File: src/source/rv_arch_pkg.sv
package rv_arch_pkg;

    // Integer register width of the RV64 core
    localparam int xlen = 64;

    // x0 through x31
    localparam int num_regs = 32;

    // Address width that covers every integer register
    localparam int reg_addr_w = $clog2(num_regs);

endpackage

File: src/source/reg_file.sv
`timescale 1ns/1ps

module reg_file (
    input  logic                              clk,
    input  logic                              rst_n,
    input  logic [rv_arch_pkg::reg_addr_w-1:0] rs1_addr,
    input  logic [rv_arch_pkg::reg_addr_w-1:0] rs2_addr,
    input  logic                              we,
    input  logic [rv_arch_pkg::reg_addr_w-1:0] waddr,
    input  logic [rv_arch_pkg::xlen-1:0]       wdata,
    output logic [rv_arch_pkg::xlen-1:0]       rs1_data,
    output logic [rv_arch_pkg::xlen-1:0]       rs2_data
);

    import rv_arch_pkg::*;

    // x0 has no storage behind it
    logic [xlen-1:0] regs [1:num_regs-1];

    always_ff @(posedge clk or negedge rst_n) begin
        if (!rst_n) begin
            for (int i = 1; i < num_regs; i++) begin
                regs[i] <= '0;
            end
        end else if (we && (waddr != '0)) begin
            regs[waddr] <= wdata; // Writes to x0 are dropped here
        end
    end

    // Reads are asynchronous, a write shows up on the next cycle
    always_comb begin
        if (rs1_addr == '0) begin
            rs1_data = '0;
        end else begin
            rs1_data = regs[rs1_addr];
        end
    end

    always_comb begin
        if (rs2_addr == '0) begin
            rs2_data = '0;
        end else begin
            rs2_data = regs[rs2_addr];
        end
    end

endmodule

File: config.mk
export PLATFORM = sky130hd
export DESIGN_NAME = reg_file
export DESIGN_NICKNAME = d
export VERILOG_FILES = /design/src/source/rv_arch_pkg.sv /design/src/source/reg_file.sv
export SDC_FILE = /design/constraint.sdc
export NUM_CORES = 2
export LEC_CHECK = 0
export ABC_AREA = 0
export BUFFER_PORTS_ARGS = -buffer_cell sky130_fd_sc_hd__buf_2
export CORE_UTILIZATION = 30
export CTS_BUF_LIST = sky130_fd_sc_hd__clkbuf_8 sky130_fd_sc_hd__clkbuf_16
export CTS_CLUSTER_DIAMETER = 50
export CTS_CLUSTER_SIZE = 8
export DETAILED_ROUTE_END_ITERATION = 10
export GPL_ROUTABILITY_DRIVEN = 0
export GPL_TIMING_DRIVEN = 0
export HOLD_SLACK_MARGIN = 0.05
export PLACE_DENSITY_LB_ADDON = 0.12
export SYNTH_ARGS = -nofsm -noshare
export SYNTH_HDL_FRONTEND = slang
export SYNTH_SLANG_ARGS = --single-unit
File: constraint.sdc
create_clock -name clk -period 5.35 [get_ports clk]
set_clock_uncertainty 0.1 [all_clocks]
set_input_delay 0.535 -clock clk [delete_from_list [all_inputs] [get_ports clk]]
set_output_delay 0.535 -clock clk [all_outputs]
set_load 0.05 [all_outputs]
==> impl_results.md <==
- Status: complete, but fails checks
- Failing checks: capacitance limit, slew limit, setup timing
- Clock tree root driver cell: clkbuf_16
- CP most frequent cell: buf_2
- Flops & latches, synth: ~2000
- Layout cells sized above 1: 0.4001
- Post-synthesis cell area: between 100000 and 150000 um^2
- Setup crit start kind: input pin
- Die X-Extent: roughly 600 um
- # rows: about 220
- Die height: 596.2 um
- Critical Path Fanout Max: 11
- Total core area: 350200 um^2
- CP max-delay cell: nor3_1
- Top post-synthesis cells by area: dfrtp_1, mux2_2, mux2i_1, mux4_2, o22ai_1
- Net count after synthesis: between 8000 and 9000
- Worst-margin pin slew: around 1.7 ns
- PwrDens: slightly above 400 nW/um^2
- CTS sink count: roughly 2000
- Cells after Synth: about 8100
- Io pins: 210
- Most frequent cells in the layout: mux2_2, dfrtp_1, mux2i_1
- Fmax: 0.1770 GHz
- Setup repair bufs after CTS: 0
- Initial antenna violation count: 87
- Largest stage delay on the critical path: between 0.8 and 0.9 ns
- Synth Warn #: 0
- Power Total: slightly above 0.05 W
- Die area: 355500 um^2
- Hold Path Class: in -> async
- Worst ir drop on vdd: roughly 270 uV
- Antenna-violating nets left: 0
- Reg2reg end: regs[27]
- Compound-Gate Fraction of Synth Area: 0.06766
- Initial core utilization: 0.3024
- R2R setup slack: roughly 4.3 ns
- Initial DRC count: roughly 9700
- TritonCTS Buffers: roughly 330
- Depth of the most critical reg-to-reg path: 1
- Largest net degree at the start of global routing: approximately 160
- DRT Wirelength: around 560000 um
- Setup ws final: -0.2986 ns
- Clock Latency Late Sink: roughly 0.89 ns
- Post-synthesis mux area share: 0.3999
- Commonest non-fill, non-tap cell in the layout: mux2_2
- Via density: 6.014
- Syn-to-layout area delta: 17.69%
- Post-synthesis sequential area ratio: 0.4687
- First-pass GRT wire length: 736900 um
- Clock transition at path regs: 0.05 ns
- Syn Area/Cell: between 10 and 15 um^2
- Max FFs per register: roughly 2000
- Slew Viols, Final: 29
- Fin nets: 8771
- Synth unique cells: 34
- Biggest register: regs
- Final cell count without fillers: 13470
- Leak pwr: roughly 56 nW
- Via Count: 80980
- CTS tree: built
- Hold Fails Final Rpt: 0
- Critical Path AT: around 5 ns
- Tot GR Track Use: 0.3060
- RSZ-0062 raised after global routing: true
- Adder-Cell Fraction of Synth Area: 0
- Routed len/inst: ~41 um
- H-tree depth: 5
- Largest family of logic cells by synthesized area: multiplexers
- Hpwl dp: about 420000 um
- Top-area cell type share of the netlist area: 0.4687
- Synth area leader: dfrtp_1
- Max-Cap Viols: 6
- Port buffer count: between 200 and 250
- CP bufs+invs: 6
- Slew margin rel.: -0.1248
- Regs by FF count: regs (1984)
- Inst Count DP: approximately 13000
- Gr ovfl total: 0
- CP Capture Type: primary output
- Number of global-route vias before repair: around 80000
- Finish-stage setup viols: just under 60
- CP delay by family, top: buffers and inverters
- WP data required: ~4.7 ns
- Post-synthesis simple-gate area fraction: 0.02792
- Router iterations before antenna repair: 6
- Worst-path cell chain: buf_2 -> buf_2 -> buf_2 -> nand2_1 -> buf_2 -> clkbuf_1 -> o22ai_1 -> nor3_1 -> nor3_1 -> buf_2
- Fin crit share: 1.056
- Min Tclk post-route: about 5.6 ns
- Residual DRC: 0
- Xor/xnor share of the synthesized area: 0
- Worst r2r src: regs[27]
- Setup CP Type: in -> out
- Clock Path Buffers: 4
## synth_stat cells (all sizes together)
cell type  instances
a211oi            80
a21oi             80
a221o            128
a22o              48
a22oi            128
a31oi             48
and2               3
and3               3
and3b              1
buf              399
clkbuf           468
dfrtp           1984
mux2            2112
mux2i           1280
mux4             256
nand2             19
nand2b            11
nand3              4
nand4              1
nand4b             1
nor2              14
nor2b             91
nor3             307
nor3b              2
nor4              80
o22ai            512
or2                5
or3                1
## area by class of cell
class | instances | area, um^2
Antenna cell | 40 | 100.1
Tap cell | 4599 | 5754
Clock inverter | 101 | 1085
Buffer | 867 | 3865
Multi-Input combinational cell | 5215 | 53200
Clock buffer | 364 | 8760
Sequential cell | 1984 | 49650
Fill cell | 34210 | 225600
Timing Repair Buffer | 295 | 2247
## cells by family (layout without fill, tap and decap cells)
logic type,after synthesis,count (layout)
AO/OA/AOI/OAI,1024,1024
buffers and inverters,867,1627
flip-flops,1984,1984
multiplexers,3648,3648
other,0,40
AND/OR/NAND/NOR,543,543
## what timing repair did
action | 4_1_cts | 5_1_grt
endpoints found under the hold margin | 343 | 0
hold buffers | 65 | 0
endpoints found under the setup margin | 74 | 20
gates resized for setup | 98 | 20
## through the flow
stage / area, um^2 / utilization / setup WS (ns) / hold slack [ns] / setup TNS (ns)
floorplan: 105900 / - / 1.482 / 0.1394 / 0
global placement: 112700 / 0.3217 / -43.48 / 0.3905 / -
detailed placement: 113400 / 0.3238 / -1.006 / 0.3826 / -28.47
CTS: 124400 / 0.3551 / -0.1081 / 0.09105 / -0.1136
global route: 124600 / 0.3557 / -0.06217 / 0.1190 / -0.06818
finish: 124700 / 0.3559 / -0.2986 / 0.07825 / -6.636
## worst max path at each step
stage,startpoint,to,slack [ns],depth (start not counted)
final,rs1_addr[1],rs1_data[42],-0.30,10
after global routing,rs1_addr[2],rs1_data[8],-0.06,10
after CTS,rs1_addr[2],rs1_data[8],-0.11,10
after detailed placement,rs2_addr[0],rs2_data[56],-1.01,8
after global placement,rst_n,regs[280],-43.48,1
after floorplan,rs1_addr[1],rs1_data[13],1.48,8
## power breakdown
part | leakage (nW) | internal, W | switching, W
sequential | 25.4 | 0.0180 | 0.00244
combinational | 25.2 | 0.00493 | 0.00617
clock | 4.99 | 0.0125 | 0.00769
total | 55.5 | 0.0355 | 0.0163
## routing by layer
| metal | GRT usage | routed length, um | vias to the layer above |
|---|---|---|---|
| met5 | 0 | 397 | - |
| met4 | 0.1456 | 30910 | 16 |
| met3 | 0.09492 | 56260 | 1082 |
| met2 | 0.4391 | 232400 | 4522 |
| met1 | 0.4168 | 236900 | 43300 |
| li1 | - | - | 32070 |
(Power assumes the default switching activity.)
