## src/source/fwd_pkg.sv

```systemverilog
package fwd_pkg;

    // Where an operand value comes from in the current cycle
    typedef enum logic [1:0] {
        fwd_rf  = 2'd0, // Register file read port
        fwd_ex  = 2'd1, // Execute stage result
        fwd_mem = 2'd2, // Memory stage result
        fwd_wb  = 2'd3  // Value on the write port this cycle
    } fwd_sel_e;

    // Which requester owns the register file write port this cycle
    typedef enum logic [1:0] {
        wb_none = 2'd0,
        wb_alu  = 2'd1,
        wb_load = 2'd2
    } wb_src_e;

endpackage

```

## src/source/rv_arch_pkg.sv

```systemverilog
package rv_arch_pkg;

    // Integer register width of the RV64 core
    localparam int xlen = 64;

    // x0 through x31
    localparam int num_regs = 32;

    // Address width that covers every integer register
    localparam int reg_addr_w = $clog2(num_regs);

endpackage

```

## src/source/wb_arbiter.sv

```systemverilog
`timescale 1ns/1ps

module wb_arbiter (
    input  logic                              clk,
    input  logic                              rst_n,
    input  logic                              alu_req,
    input  logic [rv_arch_pkg::reg_addr_w-1:0] alu_rd,
    input  logic [rv_arch_pkg::xlen-1:0]       alu_data,
    input  logic                              load_req,
    input  logic [rv_arch_pkg::reg_addr_w-1:0] load_rd,
    input  logic [rv_arch_pkg::xlen-1:0]       load_data,
    output logic                              wb_we,
    output logic [rv_arch_pkg::reg_addr_w-1:0] wb_rd,
    output logic [rv_arch_pkg::xlen-1:0]       wb_data,
    output logic                              alu_stall,
    output logic                              load_stall,
    output fwd_pkg::wb_src_e                  grant
);

    import rv_arch_pkg::*;
    import fwd_pkg::*;

    logic alu_lost_last; // Set when the ALU path lost the most recent conflict
    logic conflict;
    logic alu_win;
    logic load_win;

    assign conflict = alu_req && load_req;

    // On a conflict the previous loser goes first, so neither path starves
    assign alu_win  = alu_req && (!load_req || alu_lost_last);
    assign load_win = load_req && !alu_win;

    assign alu_stall  = alu_req && !alu_win;
    assign load_stall = load_req && !load_win;
    assign wb_we      = alu_win || load_win;

    always_comb begin
        grant   = wb_none;
        wb_rd   = '0;
        wb_data = {xlen{1'b0}};
        if (alu_win) begin
            grant   = wb_alu;
            wb_rd   = alu_rd;
            wb_data = alu_data;
        end else if (load_win) begin
            grant   = wb_load;
            wb_rd   = load_rd;
            wb_data = load_data;
        end
    end

    // Cleared by reset so the load path wins the first conflict
    always_ff @(posedge clk or negedge rst_n) begin
        if (!rst_n) begin
            alu_lost_last <= 1'b0;
        end else if (conflict) begin
            alu_lost_last <= load_win;
        end
    end

endmodule

```

## config.mk

```make
export PLATFORM = sky130hd
export DESIGN_NAME = wb_arbiter
export DESIGN_NICKNAME = d
export VERILOG_FILES = /design/src/source/fwd_pkg.sv /design/src/source/rv_arch_pkg.sv /design/src/source/wb_arbiter.sv
export SDC_FILE = /design/constraint.sdc
export NUM_CORES = 1
export LEC_CHECK = 0
export BUFFER_PORTS_ARGS = -buffer_cell sky130_fd_sc_hd__buf_2
export CAP_MARGIN = 20
export CELL_PAD_IN_SITES_DETAIL_PLACEMENT = 0
export CELL_PAD_IN_SITES_GLOBAL_PLACEMENT = 1
export CORE_MARGIN = 1.5
export CORE_UTILIZATION = 12
export CTS_CLUSTER_DIAMETER = 60
export DETAILED_ROUTE_END_ITERATION = 10
export PLACE_DENSITY = 0.73
export RECOVER_POWER = 100
export SLEW_MARGIN = 20
export SYNTH_ARGS = -nofsm -noshare
export SYNTH_HDL_FRONTEND = slang
export SYNTH_SLANG_ARGS = --single-unit
```

## constraint.sdc

```tcl
create_clock -name clk -period 1.3 [get_ports clk]
set_clock_uncertainty 0.05 [all_clocks]
set_input_delay 0.195 -clock clk [delete_from_list [all_inputs] [get_ports clk]]
set_output_delay 0.195 -clock clk [all_outputs]
set_load 0.05 [all_outputs]
```

==> metrics.csv, run 1 <==
stage,metric,value,unit
status,status,"complete, but fails checks",
status,violations,negative setup slack,
final_layout,final_nets,451,
pwr,p_sw,2290,uW
route,via_per_inst,4.67,
worst_hold_path,min_path_type,primary input to async pin,
final_layout,fin_util,33.4,%
global_route,grt.overflow.total,0,
placed_design,dp_hpwl,4.75,mm
synthesis,synth_cells,102,
sta,finalWorstSetupSlack,-151,ps
final_layout,drive_gt1_share,99.0,%
synthesis,yosysSeqAreaShare,2.45,%
synthesis,ys_ff_latch,1,
job,cap_violations,0,
pwr,report.power.total,3880,uW
sta,holdWs,476,ps
synthesis,yosys.area.top_type,a32o_2,
sta,rsz0062_at_grt,yes,
pwr,p_int,1590,uW
final_layout,area_growth,169,%
sta,hold_violations,0,
final_layout,layout_commonest_cell,buf_2,
sta,setup_violations,70,
critical_path,crit_path_max_fanout,35,
route,dr.first_iter.drc_count,23,
pwr,pwr-share-seq,1.8,%
route,vias,1924,
sta,min_period,1450,ps
critical_path,setup.worst_path.start,alu_lost_last$_DFFE_PN0P_,
placed_design,io_buffers,215,
synthesis,yosysTopAreaCellShare,46.4,%
sta,worst_pin_slew,224,ps
synthesis,syn-cell-area,1020,sq um
sta,slew_headroom,85.1,%
global_route,grt_pass1_wl,8.29,mm
synthesis,syn_nets,244,
route,wl_per_cell,14.7,um
synthesis,avgSynthCellArea,10.0,sq um
global_route,grt_max_degree,37,
placed_design,place_congestion,0.736,
die,rows,33,
synthesis,ys_top_cells_by_area,"a32o_2, a32o_1, buf_8",
pwr,power.leakage,0.00162,uW
critical_path,r2r_cells,3,
final_layout,fin_area,2750,sq um
global_route,grt_pass1_vias,1794,
sta,period_share,112,%
route,drc,0,
placed_design,dp_slack,-238,ps
synthesis,synth_warnings,0,
critical_path,cp.required,1050,ps
critical_path,path_class,flop to output port,
critical_path,worstPathArrival,1210,ps
final_layout,top_regs,alu_lost_last (1),
critical_path,end_kind,output port,
pwr,powerDensity,1410,nW/um^2
critical_path,r2r_slack,330,ps
die,die-area,9060,sq um
sta,timing.fmax,0.689,GHz
final_layout,largest_register,alu_lost_last,
final_layout,n_antenna_cell,0,
sta,drv_slew,0,
die,floorplan.initialDensity,12.4,%
global_route,antenna_found_initial,0,
die,coreArea,8220,sq um
cts,clk_latency,0,ps
die,die_h,95.2,um
die,io-pin-count,216,
die,die_x,95.2,um
final_layout,final_cell_mix,"buf_2, buf_6, a32o_2",
pwr,clkPwrFrac,0,%
pwr,netSwitchingFraction,59.1,%
cts,clk_pin_slew,0,ps
route,ant_nets,0,
critical_path,endpoint,wb_rd[3],
route,drt-total-wl,6.07,mm
placed_design,place_area,2250,sq um
pwr,peakVddDrop,0.000545,V
critical_path,critPathLaunchType,flop,
route,firstDrtPassIters,4,
final_layout,n_fill_cell,837,
critical_path,rr_startpoint,alu_lost_last$_DFFE_PN0P_,
critical_path,regToRegEndpoint,alu_lost_last$_DFFE_PN0P_,
pwr,p_comb_share,98.2,%
global_route,grt_usage,11.1,%
synthesis,ys_types,16,
final_layout,largest_reg_flops,1,
cells in the mapped netlist (all sizes together):
library cell and instances:
nand2 1, nor2 1, dfrtp 1, clkbuf 1
and3 1, a21boi 1, buf 23, xnor2 1
a32o 69, or2 1, and2 1, nand2b 1
worst min path at each step:
| stage | start | endpoint | slack (ps) | cells past startpoint |
|---|---|---|---|---|
| floorplan | rst_n | alu_lost_last$_DFFE_PN0P_ | -150 | 0 |
| global placement | rst_n | alu_lost_last$_DFFE_PN0P_ | -80 | 1 |
| detailed placement | rst_n | alu_lost_last$_DFFE_PN0P_ | -80 | 1 |
| CTS | rst_n | alu_lost_last$_DFFE_PN0P_ | 480 | 2 |
| global route | rst_n | alu_lost_last$_DFFE_PN0P_ | 490 | 2 |
| finish | rst_n | alu_lost_last$_DFFE_PN0P_ | 480 | 2 |
timing repair:
action                     in CTS  in global routing
hold buffers                    1                  0
buffers inserted                1                  0
resized for setup             147                  8
hold endpoints to repair        1                  0
pin swaps                       0                  1
setup endpoints to repair      74                 73
worst max-delay path: stages, from the launching register on:
cell and delay, ps:
dfrtp_1 400, nand2b_4 190, buf_12 170, a32o_2 280
buf_6 150
through the flow:
stage	TNS, ps	instances
after floorplan	-8520	102
after global placement	-12100	410
after detailed placement	-14320	410
after CTS	-8200	412
after global routing	-10990	412
final	-8380	412
power by group through the flow:
| stage | logic, uW | clock network [uW] | registers, uW |
|---|---|---|---|
| after floorplan | 2530 | 0 | 67.6 |
| after global placement | 3130 | 0 | 68.8 |
| after detailed placement | 3150 | 0 | 71.4 |
| after CTS | 3790 | 0 | 67.6 |
| after global routing | 3960 | 0 | 70.8 |
| final | 3810 | 0 | 67.9 |
routing by layer:
metal	track usage, %	up-vias	share of wire (%)
met5	0	-	0
met4	0.249	0	0.20
met3	0.957	2	8.5
met2	24.8	124	59
met1	11.1	894	32
li1	-	904	-
layout make-up:
cell class                 count  area (sq um)  share of cell area, %
timing repair buffer         229          1740                   63.2
tap                          105           131                   4.79
multi-input combinational     77           853                   31.1
sequential                     1          25.0                  0.912
cells by family (layout without fill, tap and decap cells):
family | count (synthesis) | in the layout | synth area share, %
AO/OA/AOI/OAI | 70 | 70 | 74.0
XOR/XNOR | 1 | 1 | 0.859
buffers and inverters | 24 | 229 | 19.4
flip-flops | 1 | 1 | 2.45
AND/OR/NAND/NOR | 6 | 6 | 3.31
Note: power is estimated with default switching activity, not from simulation.
==> run 2: changes to the inputs <==
--- a/config.mk
+++ b/config.mk
@@ -11,6 +11,7 @@
 export CELL_PAD_IN_SITES_GLOBAL_PLACEMENT = 1
 export CORE_MARGIN = 1.5
 export CORE_UTILIZATION = 12
+export CTS_BUF_LIST = sky130_fd_sc_hd__clkbuf_2 sky130_fd_sc_hd__clkbuf_4 sky130_fd_sc_hd__clkbuf_8
 export CTS_CLUSTER_DIAMETER = 60
 export DETAILED_ROUTE_END_ITERATION = 10
 export PLACE_DENSITY = 0.73
==> constraint.sdc (replaced) <==
create_clock -name clk -period 1.3 [get_ports clk]
set_clock_uncertainty 0.05 [all_clocks]
set_input_delay 0.26 -clock clk [delete_from_list [all_inputs] [get_ports clk]]
set_output_delay 0.26 -clock clk [all_outputs]
set_load 0.05 [all_outputs]
==> run 2 against run 1 <==
Effect of this change:
- the run still ends with negative setup slack left
- critical path depth is the same
- via count grew 1.8%
- sequential share of layout area is essentially flat
- routed wire length grew 9.5%
- register-to-register slack gained 130 ps
- worst hold slack gained 71 ps
- fmax shrank 5.2%
- sequential cell count is the same
- core utilization grew 1.2 points
- cell count is the same
- cell area grew 3.5%
- combinational power is essentially flat
==> metrics.csv, run 2 (same netlist as run 1, synthesis figures left out) <==
stage,metric,value,unit
sta,rsz0062_at_grt,yes,
critical_path,r2r_cells,2,
job,cap_violations,0,
pwr,powerDensity,1370,nW/um^2
placed_design,place_congestion,0.715,
route,drt-total-wl,6.65,mm
sta,period_share,118,%
global_route,grt_max_degree,40,
placed_design,io_buffers,215,
pwr,report.power.total,3880,uW
critical_path,worstPathArrival,1220,ps
worst_hold_path,min_path_type,primary input to async pin,
die,die-area,9060,sq um
critical_path,endpoint,wb_rd[4],
sta,setup_violations,71,
route,via_per_inst,4.75,
cts,clk_pin_slew,0,ps
final_layout,n_antenna_cell,0,
critical_path,critPathLaunchType,flop,
critical_path,crit_path_max_fanout,39,
critical_path,cp.required,990,ps
placed_design,dp_hpwl,4.41,mm
sta,worst_pin_slew,187,ps
die,rows,33,
route,ant_nets,0,
final_layout,largest_register,alu_lost_last,
sta,holdWs,547,ps
global_route,grt_pass1_wl,8.69,mm
placed_design,dp_slack,-293,ps
critical_path,path_class,flop to output port,
status,violations,negative setup slack,
cts,clk_latency,0,ps
critical_path,regToRegEndpoint,alu_lost_last$_DFFE_PN0P_,
critical_path,r2r_slack,460,ps
final_layout,area_growth,179,%
global_route,grt.overflow.total,0,
sta,finalWorstSetupSlack,-231,ps
route,vias,1959,
route,drc,0,
pwr,power.leakage,0.00167,uW
sta,hold_violations,0,
global_route,grt_usage,12.0,%
final_layout,drive_gt1_share,98.4,%
sta,min_period,1530,ps
final_layout,top_regs,alu_lost_last (1),
status,status,"complete, but fails checks",
pwr,peakVddDrop,0.000465,V
route,wl_per_cell,16.1,um
critical_path,end_kind,output port,
die,floorplan.initialDensity,12.4,%
critical_path,rr_startpoint,alu_lost_last$_DFFE_PN0P_,
final_layout,final_nets,451,
sta,timing.fmax,0.653,GHz
final_layout,largest_reg_flops,1,
final_layout,fin_util,34.6,%
critical_path,setup.worst_path.start,alu_lost_last$_DFFE_PN0P_,
die,coreArea,8220,sq um
die,die_h,95.2,um
die,die_x,95.2,um
global_route,antenna_found_initial,0,
route,dr.first_iter.drc_count,17,
final_layout,final_cell_mix,"buf_2, buf_6, a32o_2",
sta,slew_headroom,87.5,%
sta,tns,-13520,ps
route,firstDrtPassIters,4,
global_route,grt_pass1_vias,1845,
sta,drv_slew,0,
die,io-pin-count,216,
final_layout,layout_commonest_cell,buf_2,
-- run 2: changes by cell type in the layout (fill, tap and decap cells not counted), sizes merged --
cell,previous run,this run
buf,227,224
bufbuf,0,3
-- run 2: repair_timing --
| action | CTS | global route |
|---|---|---|
| endpoints found under the hold margin | 1 | 0 |
| gates cloned | 4 | 1 |
| resized for setup | 154 | 3 |
| buffers inserted | 0 | 0 |
| pin swaps | 2 | 2 |
| endpoints found under the setup margin | 74 | 73 |
| hold buffers | 1 | 0 |
-- run 2: worst min path at each step --
stage                                     end  cells past startpoint  start
floorplan           alu_lost_last$_DFFE_PN0P_                      0  rst_n
global placement    alu_lost_last$_DFFE_PN0P_                      1  rst_n
detailed placement  alu_lost_last$_DFFE_PN0P_                      1  rst_n
CTS                 alu_lost_last$_DFFE_PN0P_                      2  rst_n
global route        alu_lost_last$_DFFE_PN0P_                      2  rst_n
finish              alu_lost_last$_DFFE_PN0P_                      2  rst_n
-- run 2: worst max-delay path, cell delays in order (launching register included) --
cell and delay, ps:
dfrtp_1 400, nand2b_4 180, buf_12 170, a32o_2 290
buf_6 150
-- run 2: power breakdown --
part / internal, uW / switching, uW
Sequential: 47.9 / 22.4
Combinational: 1550 / 2260
Clock: 0 / 0
Total: 1600 / 2290
-- run 2: metal layers --
layer	share of wire (%)	up-vias	GRT usage (%)
li1	-	914	-
met1	37	917	13.4
met2	55	122	25.0
met3	7.4	6	0.718
met4	1.1	0	1.37
met5	0	-	0
-- run 2: area by class of cell --
| class | instances | area, sq um |
|---|---|---|
| Tap cell | 105 | 131 |
| Sequential cell | 1 | 25.0 |
| Timing Repair Buffer | 229 | 1830 |
| Multi-Input combinational cell | 77 | 851 |
| Fill cell | 820 | 5380 |
-- run 2: metrics by stage --
stage | area [sq um] | instances
2_1_floorplan | 1080 | 102
3_3_place_gp | 2200 | 406
3_5_place_dp | 2200 | 406
4_1_cts | 2820 | 411
5_1_grt | 2840 | 412
6_report | 2840 | 412
