### src/source/fwd_pkg.sv
package fwd_pkg;

    // Where an operand value comes from in the current cycle
    typedef enum logic [1:0] {
        fwd_rf  = 2'd0, // Register file read port
        fwd_ex  = 2'd1, // Execute stage result
        fwd_mem = 2'd2, // Memory stage result
        fwd_wb  = 2'd3  // Value on the write port this cycle
    } fwd_sel_e;

    // Which requester owns the register file write port this cycle
    typedef enum logic [1:0] {
        wb_none = 2'd0,
        wb_alu  = 2'd1,
        wb_load = 2'd2
    } wb_src_e;

endpackage

### src/source/rv_arch_pkg.sv
package rv_arch_pkg;

    // Integer register width of the RV64 core
    localparam int xlen = 64;

    // x0 through x31
    localparam int num_regs = 32;

    // Address width that covers every integer register
    localparam int reg_addr_w = $clog2(num_regs);

endpackage

### src/source/bypass_mux.sv
`timescale 1ns/1ps

module bypass_mux (
    input  logic [rv_arch_pkg::reg_addr_w-1:0] rs1_addr,
    input  logic [rv_arch_pkg::reg_addr_w-1:0] rs2_addr,
    input  logic                              rs1_used,
    input  logic                              rs2_used,
    input  logic                              ex_wen,
    input  logic                              ex_is_load,
    input  logic [rv_arch_pkg::reg_addr_w-1:0] ex_rd,
    input  logic [rv_arch_pkg::xlen-1:0]       ex_result,
    input  logic                              mem_wen,
    input  logic [rv_arch_pkg::reg_addr_w-1:0] mem_rd,
    input  logic [rv_arch_pkg::xlen-1:0]       mem_result,
    input  logic                              wb_we,
    input  logic [rv_arch_pkg::reg_addr_w-1:0] wb_rd,
    input  logic [rv_arch_pkg::xlen-1:0]       wb_data,
    input  logic [rv_arch_pkg::xlen-1:0]       rf_rs1_data,
    input  logic [rv_arch_pkg::xlen-1:0]       rf_rs2_data,
    output logic [rv_arch_pkg::reg_addr_w-1:0] rf_rs1_addr,
    output logic [rv_arch_pkg::reg_addr_w-1:0] rf_rs2_addr,
    output logic [rv_arch_pkg::xlen-1:0]       rs1_data,
    output logic [rv_arch_pkg::xlen-1:0]       rs2_data,
    output logic                              load_use_stall
);

    import rv_arch_pkg::*;
    import fwd_pkg::*;

    fwd_sel_e rs1_sel;
    fwd_sel_e rs2_sel;

    logic rs1_ex_hit;
    logic rs1_mem_hit;
    logic rs1_wb_hit;
    logic rs2_ex_hit;
    logic rs2_mem_hit;
    logic rs2_wb_hit;
    logic rs1_load_use;
    logic rs2_load_use;

    // A producer matches only when it writes and targets the same nonzero register
    function automatic logic src_hit(
        input logic                  wen,
        input logic [reg_addr_w-1:0] rd,
        input logic [reg_addr_w-1:0] addr
    );
        return wen && (rd == addr) && (addr != '0);
    endfunction

    // The register file sees the raw operand addresses
    assign rf_rs1_addr = rs1_addr;
    assign rf_rs2_addr = rs2_addr;

    assign rs1_ex_hit  = src_hit(ex_wen, ex_rd, rs1_addr);
    assign rs1_mem_hit = src_hit(mem_wen, mem_rd, rs1_addr);
    assign rs1_wb_hit  = src_hit(wb_we, wb_rd, rs1_addr);
    assign rs2_ex_hit  = src_hit(ex_wen, ex_rd, rs2_addr);
    assign rs2_mem_hit = src_hit(mem_wen, mem_rd, rs2_addr);
    assign rs2_wb_hit  = src_hit(wb_we, wb_rd, rs2_addr);

    // A load in execute has no data yet, so the consumer must wait
    assign rs1_load_use   = rs1_used && rs1_ex_hit && ex_is_load;
    assign rs2_load_use   = rs2_used && rs2_ex_hit && ex_is_load;
    assign load_use_stall = rs1_load_use || rs2_load_use;

    always_comb begin
        if (rs1_ex_hit && !ex_is_load) begin
            rs1_sel = fwd_ex;
        end else if (rs1_mem_hit) begin
            rs1_sel = fwd_mem; // Also taken when the ex match is a pending load
        end else if (rs1_wb_hit) begin
            rs1_sel = fwd_wb;
        end else begin
            rs1_sel = fwd_rf;
        end

        case (rs1_sel)
            fwd_ex:  rs1_data = ex_result;
            fwd_mem: rs1_data = mem_result;
            fwd_wb:  rs1_data = wb_data;
            default: rs1_data = rf_rs1_data;
        endcase
    end

    always_comb begin
        if (rs2_ex_hit && !ex_is_load) begin
            rs2_sel = fwd_ex;
        end else if (rs2_mem_hit) begin
            rs2_sel = fwd_mem;
        end else if (rs2_wb_hit) begin
            rs2_sel = fwd_wb;
        end else begin
            rs2_sel = fwd_rf;
        end

        case (rs2_sel)
            fwd_ex:  rs2_data = ex_result;
            fwd_mem: rs2_data = mem_result;
            fwd_wb:  rs2_data = wb_data;
            default: rs2_data = rf_rs2_data;
        endcase
    end

endmodule

### config.mk
export PLATFORM = sky130hd
export DESIGN_NAME = bypass_mux
export DESIGN_NICKNAME = d
export VERILOG_FILES = /design/src/source/fwd_pkg.sv /design/src/source/rv_arch_pkg.sv /design/src/source/bypass_mux.sv
export SDC_FILE = /design/constraint.sdc
export NUM_CORES = 1
export LEC_CHECK = 0
export ABC_AREA = 1
export BUFFER_PORTS_ARGS = -buffer_cell sky130_fd_sc_hd__buf_2
export CORE_AREA = 3 3 187 189
export DETAILED_ROUTE_END_ITERATION = 10
export DIE_AREA = 0 0 190 192
export SETUP_SLACK_MARGIN = 0.05
export SLEW_MARGIN = 30
export SYNTH_ARGS = -nofsm -noshare
export SYNTH_HDL_FRONTEND = slang
export SYNTH_SLANG_ARGS = --single-unit
### constraint.sdc
create_clock -name vclk -period 2.8
set_clock_uncertainty 0.05 [all_clocks]
set_input_delay 0.56 -clock vclk [all_inputs]
set_output_delay 0.56 -clock vclk [all_outputs]
set_load 0.1 [all_outputs]
==> impl_metrics.json, run 1 <==
{
  "finish.net_count": 1802,
  "mappedNetlistNets": 1246,
  "synth_area_leader_cell": "nand3_1",
  "run_status": "complete, but fails checks",
  "die_area_um2": 36480,
  "synth_cell_types": 18,
  "final_hold_viol_count": 0,
  "residual_antenna_violating_net_count_after_detailed_routing": 0,
  "arrival_ps": 2260,
  "maxSlewHeadroom_pct": 66.44,
  "fp.coreArea_um2": 33450,
  "fp.dieH_um": 192,
  "core_util_final_pct": 38.37,
  "seq_cell_count": 0,
  "worstHoldEndpoint": "rf_rs1_addr[1]",
  "vdd_drop_max_v": 0.0001695,
  "report.power.total_mw": 3.144,
  "via_per_inst": 5.221,
  "leak_nw": 5.768,
  "io_pins": 490,
  "critical_path_peak_fanout": 8,
  "place.detailed.instances": 1829,
  "timing.hold.worst_path_depth": 2,
  "antenna_found_initial": 3,
  "yosys_warnings": 0,
  "hp-start": "rs1_addr[1]",
  "hold_path_class": "input pin to primary output",
  "final_replace_weighted_congestion": 1.001,
  "final_min_period_over_clock_period_pct": 102.6,
  "synth.top_cells.by_area": "nand3_1 (43%), nand4_1 (18%), nand2_1 (17%), buf_2 (7.6%), buf_6 (4.9%)",
  "die_w_um": 190,
  "clock_buffers": 0,
  "crit_family": "simple AND/OR/NAND/NOR gates",
  "synthToLayoutAreaGrowth_pct": 179.7,
  "sequential_cell_area_fraction_in_the_yosys_report_pct": 0,
  "num_rows": 67,
  "total_negative_setup_slack_ps": -250.1,
  "grt_setup_unrepaired": "true",
  "routed_wire_length_per_instance_um": 22.31,
  "route.vias.total": 9905,
  "critical_path.slowest_cell": "buf_12",
  "grt_pass1_wl_um": 53320,
  "worst_path_largest_cell_delay_ps": 270,
  "failing_checks": "negative setup slack",
  "critPathMostFrequentCell": "buf_12",
  "netlist_instances": 895,
  "tightest_slew_ps": 506.8,
  "antenna_cells_inserted": 0,
  "io_buffer_count": 490,
  "pwr_density_cell_nw_per_um2": 245.0,
  "instances_no_fill": 1897,
  "detail_route.wirelength_um": 42330,
  "finalWorstSetupSlack_ps": -71.99,
  "drt_first_iter_violations": 837,
  "postPlaceCellArea_um2": 10390,
  "slew_violations": 0,
  "overflow": 0,
  "regArea_um2": 0,
  "finalWorstPathRequiredPeriod_ps": 2872,
  "syn_avg_cell_area_um2": 5.126,
  "start_util_pct": 13.72,
  "drc": 0,
  "syn_area_um2": 4588,
  "largest_net_degree_at_the_start_of_global_routing": 35,
  "fraction_of_post_synthesis_cell_area_in_the_top_cell_type_by_area_pct": 42.54,
  "track_usage_pct": 18.43,
  "timing.setup.critical_path_class": "input pin to primary output",
  "fmax_ghz": 0.3482,
  "stdcell_area_um2": 12830,
  "final.hold.worst_slack_ps": 1464,
  "hpwl_um": 28230,
  "firstDrtPassIters": 6,
  "post-place-ws_ps": -126.1,
  "worst_setup_path_end_kind": "primary output",
  "cp.required_ps": 2190,
  "element_type_at_the_critical_path_start": "input pin",
  "first_global_vias": 9329,
  "report.final.setup_viol": 15,
  "drive_gt1_share_pct": 63.01,
  "cp.buffers_inverters": 6,
  "cp_cell_sequence": "buf_12, inv_6, nand2_2, nand2_2, nor2_2, nand2_2, nor2_8, buf_12, nor2_8, buf_12, buf_12, nand3_2, nand4_1, buf_12",
  "maxCapViolations": 0
}
-- worst max-delay path by stage --
stage                     cells past startpoint   startpoint            to
after floorplan                               9     ex_rd[0]  rs1_data[34]
after global placement                       10  rs1_addr[0]  rs1_data[26]
after detailed placement                     10  rs1_addr[0]  rs1_data[26]
after CTS                                    11  rs1_addr[0]  rs1_data[20]
after global routing                         13  rs1_addr[3]  rs1_data[26]
final                                        14  rs1_addr[3]  rs1_data[26]
-- final cells by class --
| cell class | instances | area [um^2] |
|---|---|---|
| fill | 3332 | 20610 |
| timing repair buffer | 656 | 7184 |
| multi-input combinational | 765 | 4923 |
| tap | 448 | 560.5 |
| inverter | 28 | 165.2 |
-- routing by layer --
metal  vias up  GRT usage (%)  share of wire (%)  wire length (um)
met3       141          3.158                9.8              4130
met2       755          33.27                 49             20730
met5         -              0              0.026                11
met4         2          5.232                4.1              1749
li1       4355              -                  -                 -
met1      4652          22.38                 37             15710
-- power breakdown --
part / switching, mW / total [mW] / internal [mW] / leakage [nW]
registers: 0 / 0 / 0 / 0
logic: 2.01 / 3.14 / 1.13 / 5.77
clock network: 0 / 0 / 0 / 0
total: 2.01 / 3.14 / 1.13 / 5.77
-- cells in the mapped netlist (2+ instances only) --
cell,n
inv_2,11
xnor2_1,4
buf_2,70
nand3_1,390
nor2_8,4
buf_4,10
nand4_1,130
inv_1,17
nand2_1,205
nand3_2,2
buf_6,20
nor2_1,22
clkbuf_1,2
nor2_4,4
-- logic make-up (layout without fill, tap and decap cells) --
logic type,Yosys count,in the layout,share of synthesized area (%)
simple gates,760,760,82.49
compound gates,1,1,0.1090
buf+inv,130,684,16.64
xor+xnor,4,4,0.7635
-- layout by cell type (no fill, tap or decap) --
cell type and instances:
inv_6 1, buf_12 169, xnor2_2 2, a21oi_2 1
nor2_8 4, nor2_2 7, inv_4 7, nor2b_4 1
buf_4 65, buf_6 34, nand4_1 130, buf_2 337
inv_8 5, nand3_4 4, nand3_1 210, nand3_2 178
nor2_4 8, nor2_1 11, and2b_2 1, buf_8 9
buf_16 20, clkbuf_16 21, bufbuf_16 1, xnor2_4 2
nand2_1 182, inv_1 3, nand2_2 24, inv_2 12
-- timing repair --
| item | 4_1_cts | 5_1_grt |
|---|---|---|
| setup endpoints to repair | 125 | 125 |
| setup buffers | 20 | 10 |
| cloned | 15 | 24 |
| endpoints found under the hold margin | 0 | 0 |
| hold buffers | 0 | 0 |
| pin swaps | 29 | 108 |
| gates resized for setup | 98 | 195 |
No activity file was read; power rests on OpenSTA's default activity.
==> inputs of run 2 (changes only) <==
- SETUP_SLACK_MARGIN: 0.05 -> unset
==> run 2 against run 1 <==
Compared with the run above: the run still ends with negative setup slack left; combinational power is essentially flat; critical path type unchanged; setup slack gained 61 ps; worst hold slack lost 1.5 ps; final cell count shrank 0.84%; routed wire length shrank 1.4%.
==> impl_metrics.json, run 2 (synthesis results as in run 1) <==
{
  "grt_pass1_wl_um": 51890,
  "io_pins": 490,
  "most-common-layout-cells": "buf_2 (339), nand3_1 (211), nand2_1 (179)",
  "route.vias.total": 9686,
  "timing.setup.critical_path_class": "input pin to primary output",
  "slew_violations": 0,
  "hpwl_um": 28230,
  "detail_route.wirelength_um": 41740,
  "hold_path_class": "input pin to primary output",
  "regArea_um2": 0,
  "worst_setup_path_end_kind": "primary output",
  "largest_net_degree_at_the_start_of_global_routing": 35,
  "arrival_ps": 2200,
  "leak_nw": 5.551,
  "failing_checks": "negative setup slack",
  "drc": 0,
  "clock_buffers": 0,
  "drt_first_iter_violations": 833,
  "maxCapViolations": 0,
  "antenna_found_initial": 3,
  "critical_path_peak_fanout": 6,
  "finalWorstSetupSlack_ps": -10.93,
  "num_rows": 67,
  "postPlaceCellArea_um2": 10390,
  "total_negative_setup_slack_ps": -10.93,
  "drive_gt1_share_pct": 62.74,
  "element_type_at_the_critical_path_start": "input pin",
  "finalWorstPathRequiredPeriod_ps": 2811,
  "maxSlewHeadroom_pct": 66.40,
  "final_min_period_over_clock_period_pct": 100.4,
  "start_util_pct": 13.72,
  "pwr_density_cell_nw_per_um2": 251.8,
  "stdcell_area_um2": 12430,
  "io_buffer_count": 490,
  "residual_antenna_violating_net_count_after_detailed_routing": 0,
  "cp.required_ps": 2190,
  "grt_setup_unrepaired": "true",
  "die_w_um": 190,
  "core_util_final_pct": 37.16,
  "seq_cell_count": 0,
  "overflow": 0,
  "crit_end": "rs1_data[59]",
  "final_hold_viol_count": 0,
  "firstDrtPassIters": 7,
  "setup.worst_path.start": "rs1_addr[1]",
  "via_per_inst": 5.149,
  "fp.coreArea_um2": 33450,
  "final_replace_weighted_congestion": 1.001,
  "post-place-ws_ps": -126.1,
  "fp.dieH_um": 192,
  "fmax_ghz": 0.3558,
  "vdd_drop_max_v": 0.0001729,
  "holdBufCountCts": 0,
  "run_status": "complete, but fails checks",
  "tightest_slew_ps": 507.5,
  "first_global_vias": 9227,
  "layout_commonest_cell": "buf_2",
  "antenna_cells_inserted": 0,
  "synthToLayoutAreaGrowth_pct": 170.9,
  "routed_wire_length_per_instance_um": 22.19,
  "finish.net_count": 1786,
  "report.final.setup_viol": 1,
  "track_usage_pct": 17.87,
  "die_area_um2": 36480
}
run 2: worst max-delay path, cell delays in order:
cell,delay (ps)
buf_8,90
inv_6,40
nand2_1,90
nand3_1,80
and2b_2,250
nand3_4,120
buf_12,180
buf_12,130
buf_8,130
nand3_2,70
nand4_1,210
buf_12,250
run 2: report_power, final:
group          total (mW)  switching [mW]  leakage, nW  internal, mW
Combinational        3.13            2.01         5.55          1.12
Sequential              0               0            0             0
Clock                   0               0            0             0
Total                3.13            2.01         5.55          1.12
run 2: worst min-delay path by stage:
stage	from	to	slack [ps]	cells after the start
global placement	rs1_addr[1]	rf_rs1_addr[1]	1500	2
global route	rs1_addr[1]	rf_rs1_addr[1]	1470	2
floorplan	rs1_addr[0]	rf_rs1_addr[0]	1280	1
detailed placement	rs1_addr[1]	rf_rs1_addr[1]	1500	2
finish	rs1_addr[1]	rf_rs1_addr[1]	1460	2
CTS	rs2_addr[2]	rf_rs2_addr[2]	1470	2
run 2: layout make-up:
type	count	area (um^2)
timing repair buffer	640	6788
tap	448	560.5
multi-input combinational	765	4926
fill	3379	21020
inverter	28	155.1
run 2: what timing repair did:
action / in CTS / in global routing
pin swaps: 31 / 91
endpoints found under the setup margin: 79 / 128
buffers inserted: 10 / 12
gates cloned: 11 / 20
resized for setup: 42 / 232
run 2: stage by stage:
stage	hold WS (ps)	total power, mW	cells
6_report	1463	3.130	1881
5_1_grt	1468	3.219	1881
4_1_cts	1472	2.970	1850
3_5_place_dp	1500	2.928	1829
3_3_place_gp	1498	2.922	1829
2_1_floorplan	1282	1.668	895
run 2: routing by layer:
metal | vias to the layer above | GRT usage (%) | share of wire (%)
met2 | 658 | 32.09 | 50
met3 | 126 | 3.815 | 9.2
li1 | 4329 | - | -
met1 | 4571 | 21.16 | 38
met5 | - | 0 | 0.026
met4 | 2 | 5.658 | 3.4
